==> src/common/phy_ctrl_pkg.sv <==
////////////////////////////////////////////////////////////
// DDR3 PHY control definitions
// Reset sequencer states, settle time and the widths of
// the settle timer and read latency setting
////////////////////////////////////////////////////////////

`default_nettype none

package phy_ctrl_pkg;

    typedef enum logic [1:0] {
        RST_WAIT_LOCK = 2'd0,
        RST_SETTLE    = 2'd1,
        RST_RUN       = 2'd2
    } reset_state_t;

    // Cycles of stable lock before the datapath leaves reset
    localparam int SETTLE_CYCLES = 16;
    typedef logic [$clog2(SETTLE_CYCLES+1)-1:0] settle_cnt_t;

    // One reset each for command, write and read blocks
    localparam int NUM_PHY_RESET = 3;

    localparam int MAX_READ_LATENCY = 15;
    typedef logic [$clog2(MAX_READ_LATENCY+1)-1:0] rd_lat_t;

endpackage

`default_nettype wire

==> src/design/reset/reset_settle_timer.sv <==
////////////////////////////////////////////////////////////
// Settle timer
// Down-counter loaded at PLL lock, flags when the settle
// interval has elapsed
////////////////////////////////////////////////////////////

`timescale 1ns/1ps
`default_nettype none

module reset_settle_timer
    import phy_ctrl_pkg::*;
(
    input  wire  pll_afi_clk,
    input  wire  rst_n,
    input  wire  settle_start,
    output logic settle_done
);

    settle_cnt_t cnt;

    always_ff @(posedge pll_afi_clk or negedge rst_n)
    begin
        if (!rst_n)
        begin
            cnt <= '0;
        end
        else if (settle_start)
        begin
            cnt <= settle_cnt_t'(SETTLE_CYCLES);
        end
        else if (cnt != '0)
        begin
            cnt <= cnt - 1'b1;
        end
    end

    // Stays high at zero until the next load
    assign settle_done = (cnt == '0);

endmodule

`default_nettype wire

==> config.mk <==
export PLATFORM = sky130hd
export DESIGN_NAME = reset_settle_timer
export DESIGN_NICKNAME = d
export VERILOG_FILES = /design/src/common/phy_ctrl_pkg.sv /design/src/design/reset/reset_settle_timer.sv
export SDC_FILE = /design/constraint.sdc
export NUM_CORES = 1
export LEC_CHECK = 0
export BUFFER_PORTS_ARGS = -buffer_cell sky130_fd_sc_hd__buf_2
export CAP_MARGIN = 15
export CORE_AREA = 2 2 39 41
export CTS_BUF_LIST = sky130_fd_sc_hd__clkbuf_16
export DETAILED_ROUTE_END_ITERATION = 10
export DIE_AREA = 0 0 41 43
export PLACE_DENSITY_LB_ADDON = 0.15
export SLEW_MARGIN = 20
export SYNTH_ARGS = -nofsm -noshare
export SYNTH_HDL_FRONTEND = slang
export SYNTH_SLANG_ARGS = --single-unit
==> constraint.sdc <==
create_clock -name pll_afi_clk -period 1.75 [get_ports pll_afi_clk]
set_input_delay 0.35 -clock pll_afi_clk [delete_from_list [all_inputs] [get_ports pll_afi_clk]]
set_output_delay 0.35 -clock pll_afi_clk [all_outputs]
set_load 0.02 [all_outputs]
==> results of run 1 <==
how the worst min path moves through the flow:
stage / from / to / slack [ns] / cells after the start
after global placement: rst_n / cnt[3] / 0.17 / 1
after global routing: settle_start / cnt[1] / 0.36 / 2
after CTS: settle_start / cnt[1] / 0.34 / 2
final: settle_start / cnt[1] / 0.34 / 2
after floorplan: rst_n / cnt[0] / 0.05 / 0
after detailed placement: rst_n / cnt[4] / 0.18 / 1
report_power, final:
group	switching (uW)	internal, uW	leakage (uW)
logic	128	159	0.0000995
clock network	80.3	296	0.0000423
registers	43.9	168	0.0000617
total	252	624	0.000204
worst max-delay path, stage by stage, from the launching register on:
cell     delay (ns)
dfrtp_1        0.37
inv_1          0.06
ha_1           0.15
or4b_4         0.47
inv_2          0.07
buf_6          0.11
cell type report:
class                           instances  area, sq um
Clock buffer                            3         75.1
Clock inverter                          1         3.75
Fill cell                             147          977
Inverter                                4         15.0
Multi-Input combinational cell         16          114
Sequential cell                         5          125
Tap cell                               16         20.0
Timing Repair Buffer                    7         53.8
kinds of logic after synthesis:
kind of cell	Yosys count
buffers and inverters	5
AND/OR/NAND/NOR	9
flip-flops	5
adder cells (fa/ha/maj)	1
AO/OA/AOI/OAI	5
XOR/XNOR	1
repair_timing:
item                                    in CTS  in global routing
pin swaps                                    0                  0
gates cloned                                 0                  0
hold buffers                                 1                  0
setup buffers                                1                  0
endpoints found under the setup margin       1                  1
hold endpoints to repair                     5                  0
resized for setup                            4                  0
stage by stage:
| stage | setup slack (ns) | cell area, sq um | total power, uW | cells | utilization [%] |
|---|---|---|---|---|---|
| 2_1_floorplan | 0.0560 | 255 | 389 | 26 | - |
| 3_3_place_gp | 0.126 | 300 | 456 | 46 | 21.7 |
| 3_5_place_dp | 0.122 | 300 | 466 | 46 | 21.7 |
| 4_1_cts | -0.0577 | 407 | 889 | 52 | 29.4 |
| 5_1_grt | -0.113 | 407 | 931 | 52 | 29.4 |
| 6_report | -0.0443 | 407 | 876 | 52 | 29.4 |
layer usage:
| layer | up-vias | part of all wire, % |
|---|---|---|
| met5 | - | 0 |
| met3 | 2 | 7.1 |
| met4 | 0 | 4.3 |
| li1 | 106 | - |
| met2 | 4 | 49 |
| met1 | 100 | 39 |
cells in the final DEF, fill, tap and decap left out:
cell / Yosys / layout
or4b_4: 0 / 1
inv_2: 0 / 1
a211o_1: 1 / 1
buf_2: 1 / 2
nor2_1: 3 / 3
dfrtp_1: 5 / 5
clkbuf_16: 0 / 3
a211oi_2: 1 / 1
a21o_1: 1 / 1
buf_4: 0 / 3
xnor2_1: 1 / 1
nand3b_1: 1 / 1
inv_1: 4 / 4
ha_1: 1 / 1
a21oi_1: 2 / 2
or3_1: 1 / 1
nand2_1: 2 / 2
buf_6: 0 / 1
dlygate4sd3_1: 0 / 1
or2b_1: 1 / 1
==> metrics list, run 1 <==
- The register with the most flip-flops in the layout has 5 of them.
* Cell variety after synth: 15
- The die covers 1760 sq um.
* Type of element capturing the critical path: output pin
- Clock transition at the register clock pins on the worst setup and hold paths after CTS: 0.03 ns
* Slew at the pin closest to its max-slew limit: 0.143 ns
- The most used flip-flop cell after synthesis is dfrtp_1.
- Counting flops and latches in the post-synthesis netlist gives 5.
* Time the final worst path needs with I/O delays and setup: 1.79 ns
* Worst path arrival time: 1.44 ns
- For this run, the detailed router's first-pass iteration total came to 1.
* Critical Path RT: 1.40 ns
* Number of max-slew violations in the final report: 0
- Setup repair after global routing missed its margin: true
- Number of DRC markers in iteration 0: 0
* Top-level I/O count: 4
- Seq/Total Area, Yosys: 49.0%
- CTS Buf Count: 3
- Of the post-synthesis cell area, the part taken by muxes is 0%.
- Most common library cells after synthesis: dfrtp_1 (5), inv_1 (4), nor2_1 (3), a21oi_1 (2), nand2_1 (2)
- Slew Limit Headroom: 90.4%
- Number of vias per cell after detailed routing: 4.08
- Total vias in the final route: 212
* Origin of the critical flop-to-flop path: cnt[0]
* Number of endpoints with negative hold slack in the final report: 0
- Setup violations remaining at the end of the flow were counted as 1.
- Total negative slack for setup checks: -0.0443 ns
* Number of clock sinks: 5
- Top cell type by total area after synthesis: dfrtp_1
- Remaining design rule violation count: 0
* FF-to-FF setup slack: 0.24 ns
- Top achievable clock speed: 0.557 GHz
- The congestion estimate from routability-driven global placement came to 0.669.
- Average routed wire per standard cell: 11.2 um
- The number of antenna violations at the first check in global routing was 0.
- In this run the number of H-tree levels came out at 1.
- Once routing completed, OpenROAD measured the worst setup slack at -0.0443 ns.
- Area share of fa/ha/maj cells after synthesis: 4.90%
* Largest Register: cnt
* Registers with the highest flip-flop counts: cnt: 5 flops
* Most used standard cell by instance count after synthesis: dfrtp_1
* Share of the synthesized netlist area taken by xor and xnor gates: 3.43%
- CP startpoint: cnt[0]
- The clock arrives with 0.00184 ns of skew.
- The detail route stage leaves a number of antenna-violating nets equal to 0.
* Critical path launch point type: register
* Clk root buf: clkbuf_16
* Global router's overall resource usage: 9.59%
- In this run the worst path has a maximum fanout of 2.
- TritonCTS built the clock tree.
* Worst reg2reg endpoint: cnt[0]
- Proportion of synthesized flip-flops having asynchronous set or reset: 100%
- By startpoint and endpoint, the worst setup path is classified as register to output pin.
* Share of the synthesized area in the top cell type: 49.0%
- Worst Setup EP: settle_done
- Area of the core: 1380 sq um
* Area share of and/or/nand/nor cells after synthesis: 19.6%
- Counting flops with a built-in enable in the synthesized netlist gives 0.
- Antenna cells: 0
- Met1 capacity usage during global routing: 7.84%
- For this design the static power due to leakage is 0.000204 uW.
* Height of the die: 43 um
- Sorting the synthesized cells by area gives the leading types as dfrtp_1 (49%), inv_1 (5.9%), a211oi_2 (4.9%).
- Relative to the synthesized area, the layout overhead comes to 59.3%.
- By area, the combinational part of the netlist is dominated by simple AND/OR/NAND/NOR gates.
- Compound-gate portion of the synthesized area: 15.2%
- Mean Syn Cell Area: 9.82 sq um
- The number of global-route vias before repair was 230.
* Sum of overflow across all layers after global routing: 0
- The run finished, with violations left.
* Power density normalized to cell area: 2150 nW/um^2
* Site row count: 14
- Most heavily used metal layer in global routing: met2
* Syn_nets: 30
* WHS: 0.344 ns
* Failing checks: setup timing
- Final net count: 41
* Met3 usage in global routing: 6.28%
- Yosys warning total: 0
* Class of the worst hold path: input port to register
- Period Utilization, post-route: 103%
* Number of port buffers: 3
- IR analysis of the VDD net gives a maximum drop of 0.606 mV.
* Met2 GRT Util: 13.8%
- The post-route netlist has 33.3% of its cells at a drive strength greater than 1.
* First-pass GRT wire length: 959 um
* MaxCap Viol Count: 0
- Die Width: 41 um
- In this run the cell area of the synthesized design comes to 255 sq um.
* Buffer levels on the longest clock path: 2
- The number of cells on the worst reg-to-reg path is 6.
- Summed over all layers, the routed wires come to 580 um.
* Insertion delay of the later-clocked pin in the worst-skew pair: 0.23 ns
* Gate Count Post-Synth: 26
- Starting density of the core: 18.4%
* Largest net degree at the start of global routing: 6
No activity file was read; power rests on OpenSTA's default activity.
==> inputs of run 2 (changes only) <==
--- a/config.mk
+++ b/config.mk
@@ -6,7 +6,6 @@
 export NUM_CORES = 1
 export LEC_CHECK = 0
 export BUFFER_PORTS_ARGS = -buffer_cell sky130_fd_sc_hd__buf_2
-export CAP_MARGIN = 15
 export CORE_AREA = 2 2 39 41
 export CTS_BUF_LIST = sky130_fd_sc_hd__clkbuf_16
 export DETAILED_ROUTE_END_ITERATION = 10
==> constraint.sdc (replaced) <==
create_clock -name pll_afi_clk -period 1.75 [get_ports pll_afi_clk]
set_input_delay 0.0875 -clock pll_afi_clk [delete_from_list [all_inputs] [get_ports pll_afi_clk]]
set_output_delay 0.0875 -clock pll_afi_clk [all_outputs]
set_load 0.02 [all_outputs]
==> metrics list, run 2 (same netlist as run 1, synthesis figures left out) <==
- Buffer levels on the longest clock path: 2
- The tree is rooted in a clkbuf_16.
- Number of search-and-repair iterations in the first detailed-routing pass: 1
* Placed Instances: 45
- Clock-pin slew was measured on the worst setup and hold paths at 0.03 ns.
- Commonest cells after routing, fill and taps aside: inv_1 (5), dfrtp_1 (5)
* Time the final worst path needs with I/O delays and setup: 1.63 ns
* Top-level I/O count: 4
- In the post-route analysis, the smallest setup slack over all paths is 0.116 ns.
- In this run the horizontal extent of the chip is 41 um.
- Registers take 125 sq um.
* Antenna cells: 0
* Number of vias per cell after detailed routing: 3.85
- First-pass GRT wire length: 828 um
- Die area: 1760 sq um
- Area of the core: 1380 sq um
- Top achievable clock speed: 0.612 GHz
- WS Path Type: register to output pin
* Max stage delay cell, worst path: or4b_4
* Fraction of final layout cells with drive strength greater than 1: 30.6%
- Relative contribution of the clock network to total power: 43.6%
* Final setup skew: 0.00128 ns
* Final Instance Area: 400 sq um
* Initial antenna violation count: 0
* Height of the die: 43 um
* Remaining design rule violation count: 0
* Registers with the highest flip-flop counts: cnt: 5 flops
* Cell with the most instances on the worst path: inv_1
* Starting density of the core: 18.4%
* Number of DRC markers in iteration 0: 0
- Critical Path, Cell by Cell: inv_1 > ha_1 > or4b_4 > inv_1 > buf_2
* Number of clock sinks: 5
- Period Utilization, post-route: 93.4%
- In the final layout, the multi-input gates occupy 114 sq um.
- Slew Limit Headroom: 90.7%
- Instance area at placement: 293 sq um
- The largest single stage delay on the critical path is 0.48 ns.
* Number of endpoints with negative hold slack in the final report: 0
- During placement, the flow inserted port buffers numbering 3.
- Number of global-route vias before repair: 205
* Synth-to-Final Area Change: 56.9%
* Reported leakage power: 0.000204 uW
- Switching share of total power: 27.7%
- Sum of routed wire length over all layers: 503 um
- Cell internal power was estimated by the tool at 613 uW.
* Total vias in the final route: 200
- For this design the total switching power over the nets is 235 uW.
- The number of buffers and inverters on the critical path is 3.
* Largest net degree at the start of global routing: 6
- Final net count: 41
- After global routing the overflow that remains totals 0.
- Seq pwr share: 25.4%
- Global router's overall resource usage: 8.48%
- The congestion estimate from routability-driven global placement came to 0.643.
* Htree depth: 1
* WHS: 0.0802 ns
* Number of filler instances in the final layout: 145
- After the flow finishes, the layout carries non-filler instances totaling 52.
- Buffers inserted during clock tree synthesis total 3.
* MaxCap Viol Count: 0
- Slew at the pin closest to its max-slew limit: 0.140 ns
- Final Setup Violations: 0
* Worst-path maximum fanout: 3
- Ranked by flip-flop count, first place goes to cnt.
- Class of the worst hold path: input port to register
- At the worst endpoint, the required time is 1.66 ns.
- The total count of max-transition violations in the final report is 0.
- Worst path arrival time: 1.55 ns
- The share of total power dissipated in combinational logic is 31.0%.
* Setup repair after global routing missed its margin: false
- Across the VDD grid, the largest voltage drop is 0.691 mV.
- The worst setup path is launched from a register.
- Insertion delay of the later-clocked pin in the worst-skew pair: 0.23 ns
- Type of element capturing the critical path: output pin
* Site row count: 14
- Post-placement worst setup slack: 0.207 ns
- The count of nets left with antenna violations once routing finished came out at 0.
- The register with the most flip-flops in the layout has 5 of them.
* Result of the run: finished clean
* Gate family responsible for the most delay along the worst path: simple AND/OR/NAND/NOR gates
- Dividing the detail-routed wire length by the instance count gives 9.67 um.
- Dividing total power by cell area gives a power density of 2120 nW/um^2.
- Total negative slack for setup checks: 0 ns
- TritonCTS built the clock tree.
-- run 2: changes by cell type in the layout (fill, tap and decap cells not counted) --
cell,before,now
inv_2,1,0
buf_2,2,3
buf_6,1,0
inv_1,4,5
-- run 2: power by group through the flow --
stage,Sequential [uW],Combinational (uW),Clock (uW)
4_1_cts,216,247,380
5_1_grt,226,298,385
2_1_floorplan,202,187,0
3_5_place_dp,215,237,0
3_3_place_gp,211,237,0
6_report,215,263,369
-- run 2: path summary, 6_finish.rpt --
path / cells after the start / end / slack, ns / startpoint
max: 5 / settle_done / 0.12 / cnt[0]
min in group asynchronous: 2 / cnt[2] / 0.21 / rst_n
max reg2reg: 6 / cnt[0] / 0.21 / cnt[0]
max in group asynchronous: 2 / cnt[3] / 1.41 / rst_n
min reg2reg: 1 / cnt[4] / 0.52 / cnt[4]
min: 2 / cnt[1] / 0.08 / settle_start
-- run 2: repair_timing --
action | 4_1_cts | 5_1_grt
hold endpoints to repair | 5 | 0
setup endpoints to repair | 1 | 1
setup buffers | 0 | 2
hold buffers | 1 | 0
resized for setup | 1 | 0
-- run 2: metrics by stage --
step	util (%)	power, uW
after CTS	27.8	843
after global placement	21.2	447
after global routing	28.9	909
final	28.9	848
after detailed placement	21.2	452
after floorplan	-	389
-- run 2: final cells by class --
type                    instances  area share, %
flip-flops and latches          5           31.3
multi-input cells              16           28.4
clock buffers                   3           18.8
repair buffers                  7           11.9
well taps                      16           5.00
inverters                       4           3.75
clock inverters                 1          0.938
-- run 2: layer usage --
layer	global-route usage [%]	routed length, um
met1	9.51	225
met2	8.75	208
met3	3.14	22
met4	14.0	46
met5	0	0
==> inputs of run 3 (changes only) <==
--- a/config.mk
+++ b/config.mk
@@ -11,6 +11,7 @@
 export DETAILED_ROUTE_END_ITERATION = 10
 export DIE_AREA = 0 0 41 43
 export PLACE_DENSITY_LB_ADDON = 0.15
+export REMOVE_ABC_BUFFERS = 1
 export SLEW_MARGIN = 20
 export SYNTH_ARGS = -nofsm -noshare
 export SYNTH_HDL_FRONTEND = slang
==> metrics list, run 3 (same netlist as run 1, synthesis figures left out) <==
- The count of final hold-check violations is 0.
- Insertion delay of the later-clocked pin in the worst-skew pair: 0.22 ns
- Critical path launch point type: register
- Average routed wire per standard cell: 9.18 um
- In this run the standard cell core region covers 1380 sq um.
- The tightest hold path in the finished design has a slack of 0.0934 ns.
- FF-to-FF setup slack: 0.17 ns
* Placer Congestion: 0.684
* Remaining design rule violation count: 0
- For this run the aggregate overflow at the end of global routing stands at 0.
* Height of the die: 43 um
- Measured along the x axis, the die boundary spans 41 um.
- Period Utilization, post-route: 94.6%
- Buffers inserted during clock tree synthesis total 3.
- For the worst setup path, the data arrival time is 1.57 ns.
* Antenna cells: 0
- Starting density of the core: 18.4%
- Site row count: 14
* Number of global-route vias before repair: 173
- Top achievable clock speed: 0.604 GHz
- CP startpoint: cnt[0]
* Commonest cells after routing, fill and taps aside: inv_1 (5), dfrtp_1 (5), nor2_1 (3), clkbuf_16 (3), buf_2 (3)
- Setup repair after global routing missed its margin: false
- Final net count: 39
- Worst reg2reg endpoint: cnt[0]
* Initial antenna violation count: 0
- Once placement completed, the tool counted placed cells totaling 44.
- Power density normalized to cell area: 2130 nW/um^2
- First-pass GRT wire length: 779 um
- Class of the worst hold path: input port to register
- In this run the worst setup path terminates at settle_done.
- The register with the most flip-flops in the layout has 5 of them.
- Reported leakage power: 0.000196 uW
- Slew Limit Headroom: 90.5%
- Time the final worst path needs with I/O delays and setup: 1.66 ns
- Global router's overall resource usage: 7.67%
- Clock skew on the completed layout was measured at 0.000850 ns.
* Slew at the pin closest to its max-slew limit: 0.142 ns
- STA classifies the critical path endpoint as an output pin.
- The first routing iteration left 9 violations.
- Number of vias per cell after detailed routing: 3.74
- The detail route stage leaves a number of antenna-violating nets equal to 0.
- Relative to the synthesized area, the layout overhead comes to 55.9%.
- Die area: 1760 sq um
- The largest registers in the layout are cnt: 5 flops.
* Clk root buf: clkbuf_16
- Data on the critical path is required at its endpoint by 1.66 ns.
- No sink is reached through more buffers than the 2 on the longest clock path.
- Number of filler instances in the final layout: 136
* HPWL after detailed placement: 306 um
* Number of standard cells in the layout, taps in and fillers out: 50
* Final Setup Violations: 0
* Total negative slack for setup checks: 0 ns
- The total count of max-transition violations in the final report was 0.
* Top-level I/O count: 4
- Largest net degree at the start of global routing: 6
- Htree depth: 1
- Ranked by flip-flop count, first place goes to cnt.
- Measured in cells, the most critical reg-to-reg path has a length of 6.
- For this run, the detailed router's first-pass iteration total came to 4.
* WS Path Type: register to output pin
- For this block, the via count after detailed routing is 187.
- During placement, the flow inserted port buffers numbering 3.
- MaxCap Viol Count: 0
- Of the cells placed in the final design, the portion with a size suffix greater than 1 is 29.4%.
* Worst-path maximum fanout: 5
- Clock-pin slew was measured on the worst setup and hold paths at 0.03 ns.
- Number of clock sinks: 5
* TritonCTS clock tree: built
* Origin of the critical flop-to-flop path: cnt[0]
- The flow ran to the end, and the final reports show no timing, DRC or antenna violations.
- Across the VDD grid, the largest voltage drop is 0.837 mV.
- Sum of routed wire length over all layers: 459 um
-- run 3: cell types whose count changed in the layout (fill, tap and decap cells not counted) --
cell / delta
ha_4: +1
buf_4: -2
ha_1: -1
-- run 3: worst min-delay path by stage --
stage / endpoint / cells after the start / slack (ns) / startpoint
global placement: cnt[3] / 1 / -0.09 / rst_n
floorplan: cnt[0] / 0 / -0.21 / rst_n
global route: cnt[1] / 2 / 0.11 / settle_start
CTS: cnt[1] / 2 / 0.09 / settle_start
finish: cnt[1] / 2 / 0.09 / settle_start
detailed placement: cnt[3] / 1 / -0.09 / rst_n
-- run 3: what timing repair did --
item / 4_1_cts / 5_1_grt
setup buffers: 0 / 1
gates cloned: 0 / 0
resized for setup: 2 / 1
endpoints found under the hold margin: 5 / 0
endpoints found under the setup margin: 1 / 1
pin swaps: 0 / 0
hold buffers: 1 / 0
-- run 3: layout make-up --
class                   count  area (sq um)  share of cell area, %
clock inverters             1          3.75                  0.943
multi-input cells          16           126                   31.8
clock buffers               3          75.1                   18.9
flip-flops and latches      5           125                   31.4
repair buffers              5          32.5                   8.18
inverters                   4          15.0                   3.77
well taps                  16          20.0                   5.03
-- run 3: power breakdown --
| part | internal, uW | switching [uW] | total, uW |
|---|---|---|---|
| clock | 296 | 70.7 | 366 |
| combinational | 149 | 119 | 268 |
| sequential | 169 | 45.9 | 214 |
-- run 3: metrics by stage --
| step | setup WS, ns | utilization (%) | total power (uW) | area (sq um) |
|---|---|---|---|---|
| after floorplan | 0.266 | - | 384 | 250 |
| after global placement | 0.164 | 20.6 | 435 | 285 |
| after detailed placement | 0.152 | 20.6 | 426 | 285 |
| after CTS | 0.0216 | 27.5 | 820 | 380 |
| after global routing | 0.0287 | 28.8 | 904 | 398 |
| final | 0.0939 | 28.8 | 849 | 398 |
-- run 3: critical path, cell delays in order (launching register included) --
cell and delay, ns:
dfrtp_1 0.39, inv_1 0.11, ha_4 0.16, or4b_4 0.47
inv_1 0.06, buf_2 0.15
-- run 3: layer usage --
layer  global-route usage [%]  share of wire [%]  up-vias  wire, um
met4                     4.00                  0        0         0
li1                         -                  -      101         -
met2                     7.50                 40        4       183
met1                     9.15                 51       82       233
met5                        0                  0        -         0
met3                     9.42                9.2        0        42
